==> src/logic/icache_pkg.sv <==
`default_nettype none

package icache_pkg;

    // cache geometry
    localparam int unsigned NUM_SETS   = 4;
    localparam int unsigned NUM_WAYS   = 2;
    localparam int unsigned LINE_WORDS = 4;
    localparam int unsigned TAG_W      = 24;

    localparam int unsigned SET_W    = $clog2(NUM_SETS);
    localparam int unsigned OFFSET_W = $clog2(LINE_WORDS);
    localparam int unsigned WORD_W   = 32;

    typedef logic [WORD_W-1:0] word_t;

    // 28-bit word address
    typedef struct packed {
        logic [TAG_W-1:0]    tag;
        logic [SET_W-1:0]    set_idx;
        logic [OFFSET_W-1:0] offset;
    } fetch_addr_t;

    // names one cache line
    typedef struct packed {
        logic [TAG_W-1:0] tag;
        logic [SET_W-1:0] set_idx;
    } line_addr_t;

    // tag store result for the latched request
    typedef struct packed {
        logic hit;
        logic hit_way;
        logic victim_way;   // way to fill on a miss
    } lookup_t;

endpackage

`default_nettype wire

==> src/logic/l2_bus_pkg.sv <==
`default_nettype none

package l2_bus_pkg;

    import icache_pkg::*;

    // one read returns a full line, word 0 first
    localparam int unsigned L2_BEATS = LINE_WORDS;

    typedef struct packed {
        logic       read;   // held for the whole refill
        line_addr_t line;
    } l2_req_t;

    typedef struct packed {
        logic  beat;        // one-cycle strobe per word
        word_t data;
    } l2_resp_t;

endpackage

`default_nettype wire

==> src/logic/icache_ctrl_fsm.sv <==
`timescale 1ns/1ps
`default_nettype none

module icache_ctrl_fsm
    import icache_pkg::*;
    import l2_bus_pkg::*;
(
    input  logic        clk,
    input  logic        nrst,
    input  logic        fetch_req,
    input  fetch_addr_t fetch_addr,
    input  logic        flush,
    input  lookup_t     lookup,
    input  logic        last_beat,
    input  logic        timeout,
    output fetch_addr_t cur_addr,
    output l2_req_t     l2_req,
    output logic        fill,
    output logic        touch,
    output logic        fill_way,
    output logic        touch_way,
    output logic        flush_all,
    output logic        allocating,
    output logic        read_en,
    output logic        stall,
    output logic        fetch_valid,
    output logic        fetch_err
);

    typedef enum logic [1:0] {
        S_IDLE     = 2'b00,
        S_COMPARE  = 2'b01,
        S_ALLOCATE = 2'b11
    } state_t;

    state_t state, next_state;
    logic   cmp_hit;

    assign cmp_hit = (state == S_COMPARE) && lookup.hit;

    always_ff @(posedge clk or negedge nrst)
    begin
        if (!nrst)
            state <= S_IDLE;
        else
            state <= next_state;
    end

    always_comb
    begin
        next_state = state;
        case (state)
            S_IDLE:     if (fetch_req) next_state = S_COMPARE;
            S_COMPARE:  next_state = lookup.hit ? S_IDLE : S_ALLOCATE;
            S_ALLOCATE:
            begin
                if (timeout)
                    next_state = S_IDLE;        // abort, client gets fetch_err
                else if (last_beat)
                    next_state = S_COMPARE;     // line is in, look again
            end
            default:    next_state = S_IDLE;
        endcase
    end

    // request latch
    always_ff @(posedge clk)
    begin
        if ((state == S_IDLE) && fetch_req)
            cur_addr <= fetch_addr;
    end

    // victim captured on the miss decision
    always_ff @(posedge clk or negedge nrst)
    begin
        if (!nrst)
            fill_way <= 1'b0;
        else if ((state == S_COMPARE) && !lookup.hit)
            fill_way <= lookup.victim_way;
    end

    always_ff @(posedge clk or negedge nrst)
    begin
        if (!nrst)
        begin
            fetch_valid <= 1'b0;
            fetch_err   <= 1'b0;
        end
        else
        begin
            fetch_valid <= cmp_hit;     // lines up with the registered data read
            fetch_err   <= allocating && timeout;
        end
    end

    assign allocating = (state == S_ALLOCATE);
    assign stall      = (state != S_IDLE);

    assign touch     = cmp_hit;
    assign touch_way = lookup.hit_way;
    assign read_en   = cmp_hit;
    assign fill      = allocating && last_beat;

    // an abort leaves a half-written victim, so drop the valid bits
    assign flush_all = ((state == S_IDLE) && flush && !fetch_req) || (allocating && timeout);

    assign l2_req.read = allocating;
    assign l2_req.line = '{tag: cur_addr.tag, set_idx: cur_addr.set_idx};

    // client must respect stall
    assert property (@(posedge clk) disable iff (!nrst) stall |-> !fetch_req)
        else $error("fetch_req while stall is high");

    // a refilled line must hit on the compare that follows
    assert property (@(posedge clk) disable iff (!nrst) fill |=> lookup.hit)
        else $error("refilled line missed on the next compare");

endmodule

`default_nettype wire

==> src/logic/icache_data_array.sv <==
`timescale 1ns/1ps
`default_nettype none

module icache_data_array
    import icache_pkg::*;
(
    input  logic        clk,
    input  logic        wr_en,
    input  logic [1:0]  wr_set,
    input  logic        wr_way,
    input  logic [1:0]  wr_word,
    input  word_t       wr_data,
    input  logic        rd_en,
    input  fetch_addr_t rd_addr,
    input  logic        rd_way,
    output word_t       rd_data
);

    word_t mem [NUM_SETS][NUM_WAYS][LINE_WORDS];

    // one word per L2 beat
    always_ff @(posedge clk)
    begin
        if (wr_en)
            mem[wr_set][wr_way][wr_word] <= wr_data;
    end

    // registered read, output holds between reads
    always_ff @(posedge clk)
    begin
        if (rd_en)
            rd_data <= mem[rd_addr.set_idx][rd_way][rd_addr.offset];
    end

endmodule

`default_nettype wire

==> src/logic/icache_tag_store.sv <==
`timescale 1ns/1ps
`default_nettype none

module icache_tag_store
    import icache_pkg::*;
(
    input  logic        clk,
    input  logic        nrst,
    input  fetch_addr_t cur_addr,
    input  logic        fill,
    input  logic        fill_way,
    input  logic        touch,
    input  logic        touch_way,
    input  logic        flush_all,
    output lookup_t     lookup
);

    logic [TAG_W-1:0]                   tags [NUM_SETS][NUM_WAYS];
    logic [NUM_SETS-1:0][NUM_WAYS-1:0]  valid;
    logic [NUM_SETS-1:0]                lru;    // way to replace next

    logic [SET_W-1:0]    idx;
    logic [NUM_WAYS-1:0] set_valid;
    logic [NUM_WAYS-1:0] way_hit;

    assign idx       = cur_addr.set_idx;
    assign set_valid = valid[idx];

    always_comb
    begin
        for (int w = 0; w < NUM_WAYS; w++)
            way_hit[w] = set_valid[w] && (tags[idx][w] == cur_addr.tag);
    end

    assign lookup.hit     = |way_hit;
    assign lookup.hit_way = way_hit[1];

    // empty way first, else the LRU choice
    always_comb
    begin
        if (!set_valid[0])
            lookup.victim_way = 1'b0;
        else if (!set_valid[1])
            lookup.victim_way = 1'b1;
        else
            lookup.victim_way = lru[idx];
    end

    always_ff @(posedge clk)
    begin
        if (fill)
            tags[idx][fill_way] <= cur_addr.tag;
    end

    always_ff @(posedge clk or negedge nrst)
    begin
        if (!nrst)
            valid <= '0;
        else if (flush_all)
            valid <= '0;
        else if (fill)
            valid[idx][fill_way] <= 1'b1;
    end

    always_ff @(posedge clk or negedge nrst)
    begin
        if (!nrst)
            lru <= '0;
        else if (fill)
            lru[idx] <= ~fill_way;      // new line is most recent
        else if (touch)
            lru[idx] <= ~touch_way;
    end

    // one copy of a line per set at most
    assert property (@(posedge clk) disable iff (!nrst) $onehot0(way_hit))
        else $error("both ways hit in set %0d", idx);

    // refill must land in the way chosen at the miss
    assert property (@(posedge clk) disable iff (!nrst) fill |-> fill_way == lookup.victim_way)
        else $error("fill way differs from victim way");

endmodule

`default_nettype wire

==> src/logic/icache_top.sv <==
`timescale 1ns/1ps
`default_nettype none

module icache_top
    import icache_pkg::*;
    import l2_bus_pkg::*;
#(
    parameter int unsigned L2_WAIT_LIMIT = 16
)
(
    input  logic        clk,
    input  logic        nrst,
    input  logic        fetch_req,
    input  fetch_addr_t fetch_addr,
    input  logic        flush,
    output logic        stall,
    output logic        fetch_valid,
    output word_t       fetch_data,
    output logic        fetch_err,
    output l2_req_t     l2_req,
    input  l2_resp_t    l2_resp
);

    fetch_addr_t cur_addr;
    lookup_t     lookup;
    logic        fill, fill_way;
    logic        touch, touch_way;
    logic        flush_all;
    logic        allocating;
    logic        read_en;
    logic        last_beat, timeout;
    logic [1:0]  word_idx;

    icache_ctrl_fsm u_ctrl (
        .clk         (clk),
        .nrst        (nrst),
        .fetch_req   (fetch_req),
        .fetch_addr  (fetch_addr),
        .flush       (flush),
        .lookup      (lookup),
        .last_beat   (last_beat),
        .timeout     (timeout),
        .cur_addr    (cur_addr),
        .l2_req      (l2_req),
        .fill        (fill),
        .touch       (touch),
        .fill_way    (fill_way),
        .touch_way   (touch_way),
        .flush_all   (flush_all),
        .allocating  (allocating),
        .read_en     (read_en),
        .stall       (stall),
        .fetch_valid (fetch_valid),
        .fetch_err   (fetch_err)
    );

    icache_tag_store u_tags (
        .clk       (clk),
        .nrst      (nrst),
        .cur_addr  (cur_addr),
        .fill      (fill),
        .fill_way  (fill_way),
        .touch     (touch),
        .touch_way (touch_way),
        .flush_all (flush_all),
        .lookup    (lookup)
    );

    // refill beats go to the victim way of the latched set
    icache_data_array u_data (
        .clk     (clk),
        .wr_en   (l2_resp.beat && allocating),
        .wr_set  (cur_addr.set_idx),
        .wr_way  (fill_way),
        .wr_word (word_idx),
        .wr_data (l2_resp.data),
        .rd_en   (read_en),
        .rd_addr (cur_addr),
        .rd_way  (lookup.hit_way),
        .rd_data (fetch_data)
    );

    refill_timer #(
        .L2_WAIT_LIMIT (L2_WAIT_LIMIT)
    ) u_timer (
        .clk       (clk),
        .nrst      (nrst),
        .active    (allocating),
        .beat      (l2_resp.beat),
        .word_idx  (word_idx),
        .last_beat (last_beat),
        .timeout   (timeout)
    );

endmodule

`default_nettype wire

==> src/logic/refill_timer.sv <==
`timescale 1ns/1ps
`default_nettype none

module refill_timer
    import icache_pkg::*;
    import l2_bus_pkg::*;
#(
    parameter int unsigned L2_WAIT_LIMIT = 16
)
(
    input  logic       clk,
    input  logic       nrst,
    input  logic       active,
    input  logic       beat,
    output logic [1:0] word_idx,
    output logic       last_beat,
    output logic       timeout
);

    localparam int unsigned CNT_W = $clog2(L2_WAIT_LIMIT);

    logic [OFFSET_W-1:0] beat_cnt;
    logic [CNT_W-1:0]    idle_cnt;     // cycles since read start or last beat

    always_ff @(posedge clk or negedge nrst)
    begin
        if (!nrst)
            beat_cnt <= '0;
        else if (!active)
            beat_cnt <= '0;
        else if (beat)
            beat_cnt <= beat_cnt + 1'b1;
    end

    always_ff @(posedge clk or negedge nrst)
    begin
        if (!nrst)
            idle_cnt <= '0;
        else if (!active || beat)
            idle_cnt <= '0;
        else
            idle_cnt <= idle_cnt + 1'b1;
    end

    assign word_idx  = beat_cnt;
    assign last_beat = active && beat && (beat_cnt == OFFSET_W'(L2_BEATS - 1));
    assign timeout   = active && !beat && (idle_cnt == CNT_W'(L2_WAIT_LIMIT - 1));

    // L2 only answers an open read
    assert property (@(posedge clk) disable iff (!nrst) beat |-> active)
        else $error("l2 beat outside a refill");

endmodule

`default_nettype wire

==> config.mk <==
export PLATFORM = sky130hd
export DESIGN_NAME = icache_top
export DESIGN_NICKNAME = d
export VERILOG_FILES = /design/src/logic/icache_pkg.sv /design/src/logic/l2_bus_pkg.sv /design/src/logic/icache_ctrl_fsm.sv /design/src/logic/icache_data_array.sv /design/src/logic/icache_tag_store.sv /design/src/logic/icache_top.sv /design/src/logic/refill_timer.sv
export SDC_FILE = /design/constraint.sdc
export NUM_CORES = 1
export LEC_CHECK = 0
export ABC_CLOCK_PERIOD_IN_PS = 5400
export BUFFER_PORTS_ARGS = -buffer_cell sky130_fd_sc_hd__buf_4
export CAP_MARGIN = 30
export CELL_PAD_IN_SITES_DETAIL_PLACEMENT = 1
export CELL_PAD_IN_SITES_GLOBAL_PLACEMENT = 1
export CORE_ASPECT_RATIO = 0.7
export CORE_MARGIN = 2
export CORE_UTILIZATION = 50
export DETAILED_ROUTE_END_ITERATION = 8
export PLACE_DENSITY = 0.84
export SLEW_MARGIN = 40
export SYNTH_ARGS = -nofsm -noshare
export SYNTH_HDL_FRONTEND = slang
export SYNTH_SLANG_ARGS = --single-unit
==> constraint.sdc <==
create_clock -name clk -period 5.4 [get_ports clk]
set_input_delay 1.08 -clock clk [delete_from_list [all_inputs] [get_ports clk]]
set_output_delay 1.08 -clock clk [all_outputs]
set_load 0.02 [all_outputs]
==> reports/metrics.yaml <==
clock-sinks: 1301
post_drt_via_cell_ratio: 6.64
pwr-share-clk_pct: 38.5
netSwitchingFraction_pct: 22.7
post_cts_resized: 0
setup_viol: 0
final-hold-violation-count: 0
cts_made_buffers: 113
period_share_pct: 81.0
clk_path_buf_depth: 3
area_growth_pct: 14.3
path_class: "reg -> reg"
nNetsFinal: 2420
whs_ns: 0.270
status: "completed"
fin_crit_ns: 4.37
r2r_slack_ns: 1.03
cts_tree: "yes"
ff2ff_path_depth: 9
end_kind: "flop"
critPathLaunchType: "flop"
ys_ff_latch: 1301
coreArea_sq_mm: 0.0984
post-dp-hpwl_mm: 74.8
post-synth-top-area-cell: "edfxtp_1"
p_sw_uw: 4800
die_area_sq_mm: 0.102
gp_congestion: 0.779
max-vdd-ir-drop_mv: 0.334
synth_area_sq_mm: 0.0498
grt_max_degree: 81
boundaryPins: 127
synth_cells: 2142
drv_slew: 0
cts-root-buf: "clkbuf_16"
drt-initial-drc-count: 3601
stdcell_count: 3762
synth_nets: 2212
clk_pin_slew_worst_paths_ns: 0.07
yosys_warnings: 0
post-cts-setup-buffer-count: 0
async_reset_ff_share_pct: 1.77
sequentialPowerShare_pct: 54.3
cp_data_required_time_ns: 5.76
hp-class: "in -> async"
drc: 0
syn_avg_cell_area_sq_um: 23.3
power.leakage_uw: 0.0181
comb_power_share_pct: 7.2
vias: 25000
dp_cells: 3550
fin_tns_setup_ns: 0
yosysMostFrequentCell: "edfxtp_1"
wirelength_mm: 139
maxCapViolCount: 0
grt_use_total_pct: 27.3
internal_power_uw: 16300
synthTopCellsByArea: "edfxtp_1 77%, mux4_2 16%, dfrtp_1 1.2%"
worst_ep_arrival_time_ns: 4.74
relSlewSlack_pct: 39.3
grt_overflow_total: 0
die_h_um: 268
grt_first_pass_wirelength_mm: 197
ys_types: 52
portBuffers: 126
timing.rr.end: "u_data.rd_data[2]"
num_rows: 96
start_util_pct: 50.7
tightest_slew_ns: 0.911
antenna_found_initial: 8
grt_pass1_vias: 26300
powerDensity_mw_per_mm2: 371
h-tree-depth: 3
ys_seq_area_share_pct: 78.1
ys.flop_type: "edfxtp_1"
die_w_um: 381
crit_fanout: 73
routedWlPerCell_um: 36.8
postRouteAntennaNets: 0
hold_buffers: 0
clock.fmax_ghz: 0.229
synthTopCellsByCount: "1276 x edfxtp_1, 353 x mux4_2, 119 x nand2_1, 45 x clkbuf_1, 44 x nor2_1"
clk_latency_ns: 0.74
dr.pass1.iters: 5
synth_top_area_share_pct: 76.9
synth_edf_count: 1276
finClkSkew_ns: 0.0448
rsz0062_at_grt: "false"
drive_gt1_share_pct: 32.7
## worst max-delay path, stage by stage, from the launching register on
cell	delay, ns
dfxtp_4	0.52
buf_12	0.43
buf_4	0.73
mux2i_1	0.36
xnor2_1	0.18
nand4_1	0.11
o21ai_0	0.39
nand4_1	0.47
a21boi_4	0.33
buf_12	0.37
## power groups by stage
stage                     combinational (uW)  clock, uW  sequential, uW
after global placement                  1320          0           11600
after global routing                    1590       8520           11500
after detailed placement                1440          0           11700
final                                   1520       8140           11500
after floorplan                          897          0           11600
after CTS                               1480       8180           11500
## stage by stage
| step | utilization, % | power [uW] | cell area (sq um) | worst slack [ns] |
|---|---|---|---|---|
| 2_1_floorplan | - | 12500 | 49800 | 0.569 |
| 3_3_place_gp | 53.5 | 13000 | 52700 | 1.25 |
| 3_5_place_dp | 54.0 | 13100 | 53100 | 1.31 |
| 4_1_cts | 57.7 | 21100 | 56700 | 1.21 |
| 5_1_grt | 57.9 | 21600 | 56900 | 0.891 |
| 6_report | 57.9 | 21100 | 57000 | 1.03 |
## cells by family (layout without fill, tap and decap cells)
group	count (synthesis)	in the layout	synth area share (%)
AO/OA/AOI/OAI	51	51	0.753
flip-flops	1301	1301	78.1
multiplexers	393	393	17.0
other	0	4	0
AND/OR/NAND/NOR	204	204	1.75
adder cells (fa/ha/maj)	5	5	0.126
XOR/XNOR	48	48	0.843
buffers and inverters	140	433	1.46
## registers in the layout, indices dropped and copies added (netlist names), named ones only
signal and count:
u_tags.lru 4, u_data.rd_data 32, u_ctrl.cur_addr 28, u_ctrl.state 2, u_ctrl.fill_way 1, u_tags.tags 192
u_ctrl.fetch_err 1, u_timer.idle_cnt 4, u_tags.valid 8, u_timer.word_idx 2, u_ctrl.fetch_valid 1, u_data.mem 1024
## final cells by class
class                           instances  area, sq um
Antenna cell                            4         10.0
Tap cell                             1323         1660
Clock inverter                         60          574
Fill cell                            8063        41400
Multi-Input combinational cell        701        10500
Sequential cell                      1301        38900
Timing Repair Buffer                  219         2210
Clock buffer                          140         3010
Inverter                               14         52.6
## per-layer routing
metal | track usage (%) | up-vias | share of wire (%)
met5 | 0 | - | 0.027
met1 | 36.4 | 13300 | 36
met2 | 44.7 | 1905 | 49
met3 | 5.67 | 386 | 10
met4 | 10.8 | 6 | 4.1
li1 | - | 9409 | -
## worst max path at each step
stage,from,end,slack [ns],cells past startpoint
after floorplan,flop,u_data.rd_data[0],0.57,10
after global placement,flop,u_data.rd_data[22],1.25,7
after detailed placement,flop,u_data.rd_data[8],1.31,9
after CTS,flop,u_data.rd_data[31],1.21,9
after global routing,flop,u_data.rd_data[2],0.89,9
final,flop,u_data.rd_data[2],1.03,9
## cell usage in the layout (no fill, tap or decap), types with 9 or more instances in the layout
master / n
buf_16: 18
clkbuf_16: 117
buf_12: 9
nand2_1: 118
nand4_1: 12
mux4_2: 353
mux2i_1: 27
buf_4: 179
clkbuf_1: 22
xor2_1: 14
dfrtp_1: 23
clkinv_2: 27
clkinv_1: 15
bufinv_16: 9
edfxtp_1: 1276
inv_1: 13
nor2_4: 35
xnor2_1: 34
No activity file was read; power rests on OpenSTA's default activity.
